$ cat src/common/trap_pkg.sv
// Trap unit shared definitions
package trap_pkg;

    // Data word.
    typedef logic [31:0] xlen_t;
    // Halfword-aligned address, bits 31..1.
    typedef logic [31:1] pc_t;
    // Word-aligned trap vector, bits 31..2.
    typedef logic [31:2] tvec_t;
    // CSR address.
    typedef logic [11:0] csr_addr_t;
    // Trap or interrupt number.
    typedef logic [4:0]  cause_t;

    // Privilege modes, encoded as in mstatus.MPP.
    typedef enum logic [1:0] {
        PRIV_U = 2'b00,
        PRIV_M = 2'b11
    } priv_t;

    // CSR access request.
    typedef struct packed {
        logic      we;
        csr_addr_t addr;
        xlen_t     wdata;
    } csr_req_t;

    // CSR access response.
    typedef struct packed {
        logic  exists;
        logic  rdonly;
        xlen_t rdata;
    } csr_rsp_t;

    // Instruction leaving the pipeline.
    typedef struct packed {
        logic   valid;
        logic   trap;
        cause_t cause;
        pc_t    pc;
    } retire_t;

    // Exception event towards the CSR file.
    typedef struct packed {
        logic   irq;
        logic   trap;
        cause_t cause;
        pc_t    epc;
        priv_t  prev_priv;
    } exc_t;

    // Machine CSR addresses.
    localparam csr_addr_t CSR_MSTATUS    = 12'h300;
    localparam csr_addr_t CSR_MISA       = 12'h301;
    localparam csr_addr_t CSR_MEDELEG    = 12'h302;
    localparam csr_addr_t CSR_MIDELEG    = 12'h303;
    localparam csr_addr_t CSR_MIE        = 12'h304;
    localparam csr_addr_t CSR_MTVEC      = 12'h305;
    localparam csr_addr_t CSR_MSTATUSH   = 12'h310;
    localparam csr_addr_t CSR_MSCRATCH   = 12'h340;
    localparam csr_addr_t CSR_MEPC       = 12'h341;
    localparam csr_addr_t CSR_MCAUSE     = 12'h342;
    localparam csr_addr_t CSR_MTVAL      = 12'h343;
    localparam csr_addr_t CSR_MIP        = 12'h344;
    localparam csr_addr_t CSR_MVENDORID  = 12'hf11;
    localparam csr_addr_t CSR_MARCHID    = 12'hf12;
    localparam csr_addr_t CSR_MIMPID     = 12'hf13;
    localparam csr_addr_t CSR_MHARTID    = 12'hf14;
    localparam csr_addr_t CSR_MCONFIGPTR = 12'hf15;

    // Identification values.
    localparam xlen_t MARCHID_VAL = 32'd37;
    // Major version 2 in bits 15..8, divider latency 2 in bits 21..16.
    localparam xlen_t MIMPID_VAL  = 32'h0002_0200;
    localparam xlen_t MHARTID_VAL = 32'd0;
    // MXL 1 (32-bit), with A, C, I and M.
    localparam xlen_t MISA_VAL    = 32'h4000_1105;

    // Edges of MIE before interrupts are allowed.
    localparam int IRQ_EN_DEPTH = 2;
    // Lowest external interrupt line.
    localparam int IRQ_EXT_LO   = 16;
    // Machine timer interrupt line.
    localparam int IRQ_TIMER    = 7;

    // mstatus bit positions.
    localparam int MSTATUS_MIE_BIT  = 3;
    localparam int MSTATUS_MPIE_BIT = 7;
    localparam int MSTATUS_MPP_LO   = 11;
    localparam int MSTATUS_MPRV_BIT = 17;

endpackage

$ cat src/source/irq_arbiter.sv
// Interrupt latch and priority arbiter
`timescale 1ns/1ps

module irq_arbiter import trap_pkg::*; (
    input  logic        clk,
    input  logic        rst,
    // External lines 31..16.
    input  logic [15:0] irq,
    // Machine timer line.
    input  logic        timer_irq,
    // Per-line enables from the mie CSR.
    input  xlen_t       mie,
    // Global enable mstatus.MIE.
    input  logic        status_mie,
    // Latched interrupt lines.
    output xlen_t       irq_pending,
    // Winning interrupt number, 0 when none.
    output cause_t      irq_cause,
    // Interrupts may be taken.
    output logic        irq_en
);

    // Pending lines that are also enabled.
    xlen_t                   irq_masked;
    // History of status_mie over the last edges.
    logic [IRQ_EN_DEPTH-1:0] mie_hist;

    // Latch the lines into their mip positions.
    always_ff @(posedge clk) begin
        if (rst) begin
            irq_pending <= '0;
        end else begin
            irq_pending                         <= '0;
            irq_pending[IRQ_EXT_LO +: 16]       <= irq;
            irq_pending[IRQ_TIMER]              <= timer_irq;
        end
    end

    assign irq_masked = irq_pending & mie;

    // Lowest set index wins.
    // Scan from the top so the last hit is the lowest.
    always_comb begin
        irq_cause = '0;
        for (int i = 31; i >= 0; i--) begin
            if (irq_masked[i]) begin
                irq_cause = cause_t'(i);
            end
        end
    end

    // Enable settles only after MIE was seen at every recent edge.
    always_ff @(posedge clk) begin
        if (rst) begin
            mie_hist <= '0;
        end else begin
            mie_hist <= {mie_hist[IRQ_EN_DEPTH-2:0], status_mie};
        end
    end

    // Drops in the same cycle as MIE.
    assign irq_en = (&mie_hist) && status_mie;

endmodule

$ cat src/source/trap_dispatch.sv
// Trap dispatch and privilege tracking
`timescale 1ns/1ps

module trap_dispatch import trap_pkg::*; (
    input  logic    clk,
    input  logic    rst,
    // Instruction leaving the pipeline.
    input  retire_t retire,
    // Return strobe.
    input  logic    mret,
    // Winning interrupt, 0 when none.
    input  cause_t  irq_cause,
    // Interrupts allowed.
    input  logic    irq_en,
    // Current trap vector.
    input  tvec_t   mtvec,
    // Current return address.
    input  pc_t     mepc,
    // Privilege to return to.
    input  priv_t   mpp,
    // Exception event to the CSR file.
    output exc_t    exc,
    // An exception is taken this cycle.
    output logic    take_trap,
    // Where the exception goes.
    output tvec_t   trap_vector,
    // Where mret goes.
    output pc_t     ret_target,
    // Current privilege mode.
    output priv_t   cur_priv
);

    // Interrupt has priority over a synchronous trap.
    always_comb begin
        exc           = '0;
        exc.epc       = retire.pc;
        exc.prev_priv = cur_priv;
        if (irq_cause != '0 && irq_en && retire.valid) begin
            // Interrupt.
            exc.irq   = 1'b1;
            exc.cause = irq_cause;
        end else if (retire.valid && retire.trap) begin
            // Synchronous trap.
            exc.trap  = 1'b1;
            exc.cause = retire.cause;
        end
    end

    assign take_trap   = exc.irq | exc.trap;
    assign trap_vector = mtvec;
    assign ret_target  = mepc;

    // Privilege mode.
    always_ff @(posedge clk) begin
        if (rst) begin
            cur_priv <= PRIV_M;
        end else if (take_trap) begin
            // Every exception enters M mode.
            cur_priv <= PRIV_M;
        end else if (mret) begin
            // Back to the saved mode.
            cur_priv <= mpp;
        end
    end

endmodule

$ cat src/csr/csr_file.sv
// Machine CSR file
`timescale 1ns/1ps

module csr_file import trap_pkg::*; (
    input  logic     clk,
    input  logic     rst,
    // CSR access.
    input  csr_req_t csr_req,
    output csr_rsp_t csr_rsp,
    // Exception event from dispatch.
    input  exc_t     exc,
    // Return strobe.
    input  logic     mret,
    // Latched interrupt lines.
    input  xlen_t    irq_pending,
    // Per-line interrupt enables.
    output xlen_t    mie,
    // Global interrupt enable.
    output logic     status_mie,
    // Trap vector.
    output tvec_t    mtvec,
    // Return address.
    output pc_t      mepc,
    // Previous privilege.
    output priv_t    mpp
);

    // mstatus fields.
    logic   status_mpie;
    logic   status_mprv;
    // Scratch register.
    xlen_t  mscratch;
    // mcause fields.
    logic   mcause_int;
    cause_t mcause_no;

    // Assembled read values.
    xlen_t  mstatus_val;
    xlen_t  mcause_val;
    xlen_t  mip_val;

    // Exception this cycle.
    logic   exc_take;

    assign exc_take = exc.irq | exc.trap;

    // S-mode and other fields read as zero.
    always_comb begin
        mstatus_val                           = '0;
        mstatus_val[MSTATUS_MIE_BIT]          = status_mie;
        mstatus_val[MSTATUS_MPIE_BIT]         = status_mpie;
        mstatus_val[MSTATUS_MPP_LO +: 2]      = mpp;
        mstatus_val[MSTATUS_MPRV_BIT]         = status_mprv;
    end

    assign mcause_val = {mcause_int, 26'b0, mcause_no};
    assign mip_val    = irq_pending & mie;

    // Read mux.
    always_comb begin
        csr_rsp.exists = 1'b1;
        csr_rsp.rdonly = 1'b0;
        csr_rsp.rdata  = '0;
        case (csr_req.addr)
            CSR_MSTATUS:    csr_rsp.rdata = mstatus_val;
            CSR_MISA:       csr_rsp.rdata = MISA_VAL;
            CSR_MEDELEG:    csr_rsp.rdata = '0;
            CSR_MIDELEG:    csr_rsp.rdata = '0;
            CSR_MIE:        csr_rsp.rdata = mie;
            CSR_MTVEC:      csr_rsp.rdata = {mtvec, 2'b00};
            CSR_MSTATUSH:   csr_rsp.rdata = '0;
            CSR_MIP:        csr_rsp.rdata = mip_val;
            CSR_MSCRATCH:   csr_rsp.rdata = mscratch;
            CSR_MEPC:       csr_rsp.rdata = {mepc, 1'b0};
            CSR_MCAUSE:     csr_rsp.rdata = mcause_val;
            CSR_MTVAL:      csr_rsp.rdata = '0;
            // Identification registers are read-only.
            CSR_MVENDORID: begin
                csr_rsp.rdonly = 1'b1;
            end
            CSR_MARCHID: begin
                csr_rsp.rdonly = 1'b1;
                csr_rsp.rdata  = MARCHID_VAL;
            end
            CSR_MIMPID: begin
                csr_rsp.rdonly = 1'b1;
                csr_rsp.rdata  = MIMPID_VAL;
            end
            CSR_MHARTID: begin
                csr_rsp.rdonly = 1'b1;
                csr_rsp.rdata  = MHARTID_VAL;
            end
            CSR_MCONFIGPTR: begin
                csr_rsp.rdonly = 1'b1;
            end
            default: begin
                csr_rsp.exists = 1'b0;
            end
        endcase
    end

    // Updates in order exception, return, write.
    always_ff @(posedge clk) begin
        if (rst) begin
            status_mie  <= 1'b0;
            status_mpie <= 1'b0;
            status_mprv <= 1'b0;
            mpp         <= PRIV_U;
            mie         <= '0;
            mtvec       <= '0;
            mscratch    <= '0;
            mepc        <= '0;
            mcause_int  <= 1'b0;
            mcause_no   <= '0;
        end else if (exc_take) begin
            // Save state and disable interrupts.
            status_mpie <= status_mie;
            status_mie  <= 1'b0;
            mpp         <= exc.prev_priv;
            mepc        <= exc.epc;
            mcause_int  <= exc.irq;
            mcause_no   <= exc.cause;
        end else if (mret) begin
            // Restore interrupt enable.
            status_mie  <= status_mpie;
            // MPRV stays only when returning to M mode.
            status_mprv <= status_mprv && (mpp == PRIV_M);
        end else if (csr_req.we) begin
            case (csr_req.addr)
                CSR_MSTATUS: begin
                    status_mie  <= csr_req.wdata[MSTATUS_MIE_BIT];
                    status_mpie <= csr_req.wdata[MSTATUS_MPIE_BIT];
                    status_mprv <= csr_req.wdata[MSTATUS_MPRV_BIT];
                    // Only M and U exist.
                    mpp <= (csr_req.wdata[MSTATUS_MPP_LO +: 2] != 2'b00) ? PRIV_M : PRIV_U;
                end
                CSR_MIE:      mie      <= csr_req.wdata;
                CSR_MTVEC:    mtvec    <= csr_req.wdata[31:2];
                CSR_MSCRATCH: mscratch <= csr_req.wdata;
                CSR_MEPC:     mepc     <= csr_req.wdata[31:1];
                CSR_MCAUSE: begin
                    mcause_int <= csr_req.wdata[31];
                    mcause_no  <= csr_req.wdata[4:0];
                end
                default: ;
            endcase
        end
    end

endmodule

$ cat src/source/trap_unit.sv
// Machine-mode trap and CSR unit
`timescale 1ns/1ps

module trap_unit import trap_pkg::*; (
    input  logic        clk,
    input  logic        rst,
    // CSR access.
    input  csr_req_t    csr_req,
    output csr_rsp_t    csr_rsp,
    // Instruction leaving the pipeline.
    input  retire_t     retire,
    // Return strobe.
    input  logic        mret,
    // External lines 31..16.
    input  logic [15:0] irq,
    // Machine timer line.
    input  logic        timer_irq,
    // Exception taken this cycle.
    output logic        take_trap,
    // Exception target.
    output tvec_t       trap_vector,
    // Return target.
    output pc_t         ret_target,
    // Current privilege mode.
    output priv_t       cur_priv
);

    // Arbiter outputs.
    xlen_t  irq_pending;
    cause_t irq_cause;
    logic   irq_en;

    // CSR file outputs.
    xlen_t  mie;
    logic   status_mie;
    tvec_t  mtvec;
    pc_t    mepc;
    priv_t  mpp;

    // Dispatch event.
    exc_t   exc;

    irq_arbiter i_irq_arbiter (
        .clk         (clk),
        .rst         (rst),
        .irq         (irq),
        .timer_irq   (timer_irq),
        .mie         (mie),
        .status_mie  (status_mie),
        .irq_pending (irq_pending),
        .irq_cause   (irq_cause),
        .irq_en      (irq_en)
    );

    trap_dispatch i_trap_dispatch (
        .clk         (clk),
        .rst         (rst),
        .retire      (retire),
        .mret        (mret),
        .irq_cause   (irq_cause),
        .irq_en      (irq_en),
        .mtvec       (mtvec),
        .mepc        (mepc),
        .mpp         (mpp),
        .exc         (exc),
        .take_trap   (take_trap),
        .trap_vector (trap_vector),
        .ret_target  (ret_target),
        .cur_priv    (cur_priv)
    );

    csr_file i_csr_file (
        .clk         (clk),
        .rst         (rst),
        .csr_req     (csr_req),
        .csr_rsp     (csr_rsp),
        .exc         (exc),
        .mret        (mret),
        .irq_pending (irq_pending),
        .mie         (mie),
        .status_mie  (status_mie),
        .mtvec       (mtvec),
        .mepc        (mepc),
        .mpp         (mpp)
    );

endmodule

$ cat config.mk
export PLATFORM = sky130hd
export DESIGN_NAME = trap_unit
export DESIGN_NICKNAME = d
export VERILOG_FILES = /design/src/common/trap_pkg.sv /design/src/source/irq_arbiter.sv /design/src/source/trap_dispatch.sv /design/src/csr/csr_file.sv /design/src/source/trap_unit.sv
export SDC_FILE = /design/constraint.sdc
export NUM_CORES = 1
export LEC_CHECK = 0
export ABC_AREA = 0
export BUFFER_PORTS_ARGS = -buffer_cell sky130_fd_sc_hd__buf_2
export CAP_MARGIN = 20
export CORE_MARGIN = 4
export CORE_UTILIZATION = 40
export CTS_BUF_LIST = sky130_fd_sc_hd__clkbuf_8
export CTS_CLUSTER_SIZE = 28
export DETAILED_ROUTE_END_ITERATION = 10
export GPL_ROUTABILITY_DRIVEN = 0
export MAX_ROUTING_LAYER = met4
export PLACE_DENSITY = 0.67
export REMOVE_ABC_BUFFERS = 1
export SLEW_MARGIN = 20
export SYNTH_ARGS = -nofsm -noshare
export SYNTH_HDL_FRONTEND = slang
export SYNTH_SLANG_ARGS = --single-unit
$ cat constraint.sdc
create_clock -name clk -period 1.9 [get_ports clk]
set_input_delay 0.095 -clock clk [delete_from_list [all_inputs] [get_ports clk]]
set_output_delay 0.095 -clock clk [all_outputs]
set_load 0.02 [all_outputs]
# Yosys cells after proc, flatten, opt, wreduce, memory -nomap -nowiden
# Cells that the tools add are included.
# totals
regBits,172
in_bits,103
out_inout_bits,98
elab_cells,128
# classes
eq_ne,19
mux,66
bitwise,4
n_reduce_logical,25
# op_table
operator,count
case mux 32 bit (10 select lines),1
2-to-1 mux 5 bit,37
"== test 12 x 10 -> 1 bit, second input constant",12
2-to-1 mux 31 bit,4
"== test 12 bit, second input constant",5
AND 32 bit,1
2-to-1 mux 1 bit,18
OR reduction 17 bit,1
nonzero test 2 bit,7
AND reduction 3 bit,4
AND reduction 4 bit,3
2-to-1 mux 2 bit,5
2-to-1 mux 6 bit,1
logical AND 1 bit,5
nonzero test 5 bit,1
OR reduction 5 bit,1
AND reduction 2 bit,2
"== test 2 bit, second input constant",1
"inequality test 2 x 1 -> 1 bit, second input constant",1
inverter 1 bit,2
OR reduction 2 bit,1
OR 1 bit,1

# Longest topological paths before layout
# Gate-level depths: netlist of run 1.
# depth
word_depth,40
mapped_depth,9
mapped_depth_nobuf,7

# Hierarchy
# A second synthesis of run 1 with hierarchy kept.
# unflattened
hier_cells,1088
area_unflattened_um2,9081.2
# modules_own_cells
mod,n_inst,cells_each,area_per_inst_um2,seq_area_each_um2
csr_file,1,862,7185.6,2722.6
trap_dispatch,1,128,968.4,40.0
irq_arbiter,1,98,927.1,380.4

# Least setup slack after synthesis of run 1
# Ideal clock, no wire load.
# synth_path
kind,flip-flop to flip-flop
from,register i_csr_file.mie[21]
to,register i_csr_file.mcause_no[4]
setup_ns,0.138
arrival_ns,1.574
required_time_ns,1.762
slack_ns,0.188
path_stages_with_launch,9
n_path_buf,1
period_less_slack_ns,1.712
path_cell_list,dfxtp_1 -> a22oi_1 -> nand3_1 -> o31ai_2 -> and2_1 -> buf_2 -> inv_1 -> o221ai_1 -> a21oi_1
# synth_between
elab_chain_len,30
word_cells_on_any_way,35
cone_classes,1 x eq/ne; 26 x mux; 2 x bitwise; 6 x reduce/logical
# synth_rtl
item,line_no,rtl
start: declaration,csr_file.sv:17,"output xlen_t mie,"
start signal: assignment,csr_file.sv:137,CSR_MIE: mie <= csr_req.wdata;
AND 32 bit *,irq_arbiter.sv:39,assign irq_masked = irq_pending & mie;
2-to-1 mux 5 bit * (22 in series),irq_arbiter.sv:46,if (irq_masked[i]) begin
nonzero test 5 bit *,trap_dispatch.sv:38,if (irq_cause != '0 && irq_en && retire.valid) begin
logical AND 1 bit * (2 in series),trap_dispatch.sv:38,
2-to-1 mux 1 bit,trap_dispatch.sv:38,
OR 1 bit *,-,
net take_trap,trap_unit.sv:19,"output logic take_trap,"
inequality test 2 x 1 -> 1 bit (no line) / nonzero test 2 bit (equally long branches),-,
AND reduction 3 bit (no line),-,
end signal: assignment,csr_file.sv:122,mcause_no <= exc.cause;
end signal: assignment,csr_file.sv:143,mcause_no <= csr_req.wdata[4:0];
end: declaration,csr_file.sv:35,cause_t mcause_no;
# The timed path passes the listed nets; every way through them passes the cells marked *.
# A chain may end at the register's enable or synchronous reset.

# Worst setup path in the final report of run 1
# layout_path
from,input port mret
to,register i_csr_file.mtvec[23]
# layout_between
elab_chain_len,2
# layout_rtl
item,line_no,rtl
start: declaration,trap_unit.sv:13,"input logic mret,"
inverter 1 bit (no line),-,
AND reduction 4 bit (no line),-,
end signal: assignment,csr_file.sv:138,CSR_MTVEC: mtvec <= csr_req.wdata[31:2];
end: declaration,csr_file.sv:21,"output tvec_t mtvec,"
# Every way passes these cells.

==> impl_metrics.csv, run 1 <==
group,metric,value,unit
placed_design,place_ws,-0.0358,ns
synthesis,async_flop_share,0,%
min_path,worst_hold_path.endpoint,"i_csr_file.mcause_no[0]",
final_layout,design.final.nets,1357,
sta,hold_slack,0.0731,ns
floorplan,fp.coreArea,18700,um2
route,detail_route.iter0.violations,735,
floorplan,num_rows,50,
placed_design,dp.final_hpwl,18000,um
grt,vias_in_the_first_global_route,7858,
route,final_antenna_net_count,0,
synthesis,synthDistinctLibCells,55,
grt,grt_util_all_layers,25.1,%
sta,post-route-min-period,2.09,ns
floorplan,die_w,146,um
final_layout,postLayoutCoreUtil,62.2,%
clock_tree,cts-htree-levels,4,
floorplan,num_io_pins,201,
setup_path,critical_path.slowest_cell,"nor2_1",
pwr,vdd_ir_drop_max,0.438,mV
grt,largest_net_degree_at_the_start_of_global_routing,60,
route,routed_wire_length_per_instance,19.8,um
setup_path,startpoint,"mret",
grt,antenna_violations_before_repair,0,
floorplan,die_height,146,um
final_layout,filler_cell_count,1539,
sta,skew,0.0127,ns
synthesis,syn-mean-instance-area,8.52,um2
setup_path,r2r.worst_path.cells,11,
final_layout,final_common_cell,"nand2_1",
synthesis,post_synthesis_instance_area,7620,um2
setup_path,critical_path_class,"input port to register",
sta,max_slew.worst_pin.slew,0.828,ns
sta,worst_slack,-0.193,ns
synthesis,yosysSeqAreaShare,41.2,%
synthesis,synth_flop_cell,"dfxtp_1",
sta,final_hold_viol_count,0,
setup_path,cpLargestDelayFamily,"simple AND/OR/NAND/NOR gates",
setup_path,timing.reg2reg.setup_slack,-0.17,ns
sta,setup_violators_final,132,
min_path,min_delay_path_depth,4,
clock_tree,cts.sink_count,157,
synthesis,synthesis.instances,894,
sta,fmax,478,MHz
final_layout,post_route_cells_drive_above_1_share,41.4,%
route,detailroute.via_count,8275,
status,run_status,"finished, violations left",
setup_path,endpoint_kind,"register",
setup_path,startpoint_type,"input port",
placed_design,buffer_ports.inserted,200,
setup_path,critical_path.reg2reg.endpoint,"i_csr_file.mtvec[28]",
setup_path,critical_path_required,2.30,ns
clock_tree,clk_transition_reported_paths,0.09,ns
setup_path,critical_path_buf_inv_count,4,
clock_tree,cts_bufs_inserted,17,
grt,remaining_overflow_grt,0,
min_path,timing.hold.worst.start,"retire[31]",
setup_path,r2r_start,"i_csr_file.mie[25]",
run,drv.max_cap_violation_count,0,
route,drt_pass1_iterations,6,
sta,slew-limit-headroom,44.6,%
clock_tree,clock_tree.buffer_depth,2,
sta,fin_crit_sh,110,%
synthesis,post_synth_edffs,0,
setup_path,crit_path_max_fanout,10,
status,violations,"setup timing",
final_layout,commonest_non_fill_non_tap_cells_in_the_layout,"nand2_1 (216), buf_2 (196), dfxtp_1 (154), dlygate4sd3_1 (81), buf_4 (78)",
setup_path,critPathArrivalTime,2.49,ns
grt,grt_first_pass_wirelength,42000,um
final_layout,diodes,0,
pwr,cellLeakagePower,0.00475,uW
final_layout,area_growth_syn_to_layout,52.7,%
route,detail_route.vias_per_cell,5.51,
clock_tree,tritoncts_clock_tree,"built",
floorplan,dieArea,21300,um2
min_path,holdCritPathClass,"input port to register",
clock_tree,clk-insertion-delay-late,0.46,ns
sta,grt_setup_unrepaired,"true",
sta,final-max-slew-violation-count,0,
synthesis,synth_seq_cells,157,
setup_path,slowest_delay,0.67,ns
clock_tree,clk_root_buffer_cell,"clkbuf_8",
setup_path,cp_cell_sequence,"dlygate4sd3_1 -> buf_2 -> nand2b_1 -> nor2_1 -> and3_4 -> buf_4 -> buf_12 -> nand2_1 -> a21oi_2",
synthesis,synthesis.yosys.warnings,0,
route,drc,0,
pwr,power.density,605,nW/um2
floorplan,initial_core_util,40.7,%
route,drt_wl_total,29800,um
[state kept, by name, indices dropped and copies added, names as in the netlist]
register and count:
i_csr_file.status_mie 1, i_irq_arbiter.irq_pending 17, i_csr_file.mtvec 30, i_csr_file.status_mpie 1
i_csr_file.mpp 2, i_csr_file.mcause_no 5, i_csr_file.mie 32, i_irq_arbiter.mie_hist 2
i_csr_file.mepc 31, i_csr_file.mscratch 32, i_trap_dispatch.cur_priv 2, i_csr_file.mcause_int 1
i_csr_file.status_mprv 1
[final cells by class]
cell class	instances	area [um2]	area share, %
tap	234	293	2.52
sequential	157	3150	27.0
clock inverter	12	160	1.38
clock buffer	20	275	2.37
timing repair buffer	408	3430	29.4
inverter	6	26.3	0.226
multi-input combinational	664	4310	37.0
[worst min-delay path, cell delays in order]
cell and delay, ns:
buf_2 0.11, nand2_1 0.08, a22o_1 0.14, a211oi_1 0.07
[per-layer routing]
layer	wire, um	up-vias	global-route usage, %	part of all wire (%)
met3	2220	48	4.84	7.5
li1	-	3891	-	-
met1	13100	3951	32.5	44
met4	523	0	6.30	1.8
met5	0	-	-	0
met2	13900	385	40.7	47
[through the flow]
stage / instances / instance area (um2) / power (uW) / setup TNS (ns)
after floorplan: 827 / 7250 / 3740 / -169.63
after global placement: 1345 / 9390 / 4110 / -0.00818
after detailed placement: 1345 / 9390 / 4120 / -0.208
after CTS: 1473 / 10900 / 6980 / -6.75
after global routing: 1501 / 11600 / 7280 / -24.44
final: 1501 / 11600 / 7040 / -17.56
[logic make-up (layout without fill, tap and decap cells)]
kind of cell	after synthesis	after routing	synth area share, %
flops	157	157	41.2
compound gates	248	248	26.5
mux	35	35	4.61
buf+inv	73	446	5.20
simple gates	381	381	22.4
[Yosys cell counts (18+ instances only)]
| cell | number | area (um2) |
|---|---|---|
| mux2i_1 | 34 | 340 |
| a21oi_2 | 58 | 508 |
| nor2_1 | 53 | 199 |
| nand3_1 | 18 | 90.1 |
| a211oi_2 | 30 | 375 |
| nor2b_1 | 22 | 138 |
| o21ai_0 | 24 | 120 |
| a22oi_1 | 19 | 143 |
| clkbuf_1 | 33 | 124 |
| a21oi_1 | 48 | 240 |
| dfxtp_1 | 157 | 3140 |
| nand2_1 | 238 | 893 |
[worst max path at each step]
| stage | cells after the start | to |
|---|---|---|
| 2_1_floorplan | 7 | i_csr_file.mcause_no[4] |
| 3_3_place_gp | 9 | i_csr_file.mie[29] |
| 3_5_place_dp | 8 | i_csr_file.mcause_no[0] |
| 4_1_cts | 7 | take_trap |
| 5_1_grt | 11 | i_csr_file.mtvec[0] |
| 6_report | 9 | i_csr_file.mtvec[23] |
[where the power goes]
group / internal (uW) / switching (uW) / total (uW)
logic: 423 / 437 / 860
clock network: 1410 / 1340 / 2750
registers: 3370 / 61.7 / 3430
total: 5200 / 1840 / 7040
[timing repair]
item,CTS,global route
hold buffers,81,0
buffers inserted,11,15
gates resized for setup,21,79
gates cloned,4,15
endpoints found under the setup margin,60,157
pin swaps,5,26
hold endpoints to repair,146,0
No activity file was read; power rests on OpenSTA's default activity.
==> run 2: changes to the inputs <==
- TNS_END_PERCENT: not set -> 1
- clock period: 1.9 -> 2.57 ns (I/O delays scaled with it)
==> run 2 against run 1 <==
  * Clock skew increased by 0.0037 ns
  * Critical endpoint is now take_trap
  * Setup slack gained 0.34 ns
  * The flow now finishes without violations
  * Combinational power is 38% lower
  * Critical path depth down 3
  * Largest cell class unchanged
==> impl_metrics.csv, run 2 (same netlist as run 1, synthesis figures left out) <==
group,metric,value,unit
final_layout,design.final.nets,1268,
final_layout,postLayoutCoreUtil,54.1,%
final_layout,largestRegisters,"i_csr_file.mie: 32 flops, i_csr_file.mscratch: 32 flops, i_csr_file.mepc: 31 flops",
setup_path,crit_path_max_fanout,7,
setup_path,r2r.worst_path.cells,8,
sta,setup_tns,0,ns
placed_design,dp.final_hpwl,17500,um
placed_design,place_ws,0.323,ns
grt,grt_first_pass_wirelength,40000,um
floorplan,fp.coreArea,18700,um2
floorplan,num_io_pins,201,
clock_tree,cts.sink_count,157,
route,detailroute.via_count,7604,
grt,vias_in_the_first_global_route,7277,
run,drv.max_cap_violation_count,0,
route,final_antenna_net_count,0,
floorplan,initial_core_util,40.7,%
route,drt_wl_total,25300,um
setup_path,critical_path_required,2.44,ns
clock_tree,cts_bufs_inserted,17,
sta,final_hold_viol_count,0,
final_layout,final_common_cell,"nand2_1",
pwr,cellLeakagePower,0.00404,uW
pwr,netSwitchingPower,1260,uW
clock_tree,clk_root_buffer_cell,"clkbuf_8",
setup_path,critical_path_class,"register to output port",
pwr,switching_share,25.7,%
grt,largest_net_degree_at_the_start_of_global_routing,56,
clock_tree,tritoncts_clock_tree,"built",
floorplan,num_rows,50,
min_path,min_delay_path_depth,4,
final_layout,post_route_cells_drive_above_1_share,32.2,%
floorplan,die_height,146,um
sta,max_slew.worst_pin.slew,0.566,ns
setup_path,critPathArrivalTime,2.30,ns
sta,worst_slack,0.144,ns
floorplan,die_w,146,um
final_layout,commonest_non_fill_non_tap_cells_in_the_layout,"nand2_1 (238), buf_2 (199), dfxtp_1 (157), dlygate4sd3_1 (81), a21oi_2 (58)",
route,routed_wire_length_per_instance,18.0,um
final_layout,area_growth_syn_to_layout,32.9,%
pwr,comb_power_share,10.8,%
sta,post-route-min-period,2.43,ns
min_path,holdCritPathClass,"input port to register",
route,drc,0,
sta,slew-limit-headroom,62.2,%
final_layout,final_cells,1411,
clock_tree,clock_tree.buffer_depth,2,
final_layout,diodes,0,
sta,setup_violators_final,0,
sta,final-max-slew-violation-count,0,
setup_path,startpoint_type,"register",
placed_design,buffer_ports.inserted,200,
sta,fmax,412,MHz
grt,antenna_violations_before_repair,0,
grt,remaining_overflow_grt,0,
clock_tree,cts-htree-levels,4,
clock_tree,clk_transition_reported_paths,0.08,ns
pwr,power.density,483,nW/um2
clock_tree,clk-insertion-delay-late,0.45,ns
route,drt_pass1_iterations,9,
route,detail_route.iter0.violations,584,
pwr,power_frac_clock,37.4,%
pwr,p_seq_share,51.8,%
placed_design,placedCellCount,1298,
floorplan,dieArea,21300,um2
pwr,power.total,4900,uW
sta,grt_setup_unrepaired,"false",
pwr,vdd_ir_drop_max,0.310,mV
setup_path,endpoint_kind,"output port",
grt,grt_util_all_layers,23.8,%
route,detail_route.vias_per_cell,5.39,
status,run_status,"complete, no violations",
sta,skew,0.0164,ns
pwr,power.internal,3640,uW
sta,fin_crit_sh,94.4,%
## run 2: cell types whose count changed in the layout (fill, tap and decap cells not counted), moves of 14 or more
cell     before  now
buf_4        78   33
a21oi_1      34   48
buf_12       23    5
nand2_1     216  238
nand2_2      22    1
a21oi_2      72   58
## run 2: final timing paths
| check | from | endpoint | slack [ns] |
|---|---|---|---|
| worst max-delay path | i_irq_arbiter.irq_pending[25] | take_trap | 0.14 |
| worst min-delay path | retire[31] | i_csr_file.mcause_no[0] | 0.07 |
| worst max register to register | i_irq_arbiter.irq_pending[25] | i_csr_file.mepc[13] | 0.18 |
| worst min register to register | i_csr_file.mie[15] | i_csr_file.mie[15] | 0.45 |
## run 2: metal layers
layer | share of wire, % | vias to the layer above | track usage [%] | wire [um]
met2 | 45 | 290 | 37.2 | 11500
met3 | 6.8 | 24 | 4.31 | 1720
met4 | 1.1 | 0 | 5.60 | 274
met5 | 0 | - | - | 0
met1 | 47 | 3588 | 32.1 | 11900
li1 | - | 3702 | - | -
## run 2: final cells by class
cell class,count,area [um2]
fill,1733,8580
clock inverter,12,123
tap,234,293
sequential,157,3140
inverter,6,22.5
clock buffer,19,262
timing repair buffer,319,2170
multi-input combinational,664,4120
## run 2: power groups by stage
| stage | Combinational, uW | Sequential, uW | Clock [uW] |
|---|---|---|---|
| finish | 529 | 2540 | 1830 |
| global route | 570 | 2540 | 1970 |
| CTS | 527 | 2540 | 1870 |
| detailed placement | 430 | 2590 | 0 |
| global placement | 428 | 2590 | 0 |
| floorplan | 137 | 2620 | 0 |
## run 2: worst max-delay path, cell delays in order (launching register included)
cell and delay, ns:
dfxtp_1 0.34, a22oi_2 0.26, nand4_2 0.22, o31ai_2 0.45, and2_4 0.26, inv_1 0.12, buf_2 0.20
## run 2: metrics by stage
stage          hold WS, ns  instance area, um2
2_1_floorplan        0.191                7250
3_3_place_gp         0.360                8920
3_5_place_dp         0.359                8920
4_1_cts             0.0386               10100
5_1_grt             0.0665               10100
6_report            0.0712               10100
## run 2: what timing repair did
action | 4_1_cts | 5_1_grt
resized for setup | 0 | 0
hold buffers | 81 | 0
hold endpoints to repair | 144 | 0
buffers inserted | 1 | 0
setup endpoints to repair | 1 | 0
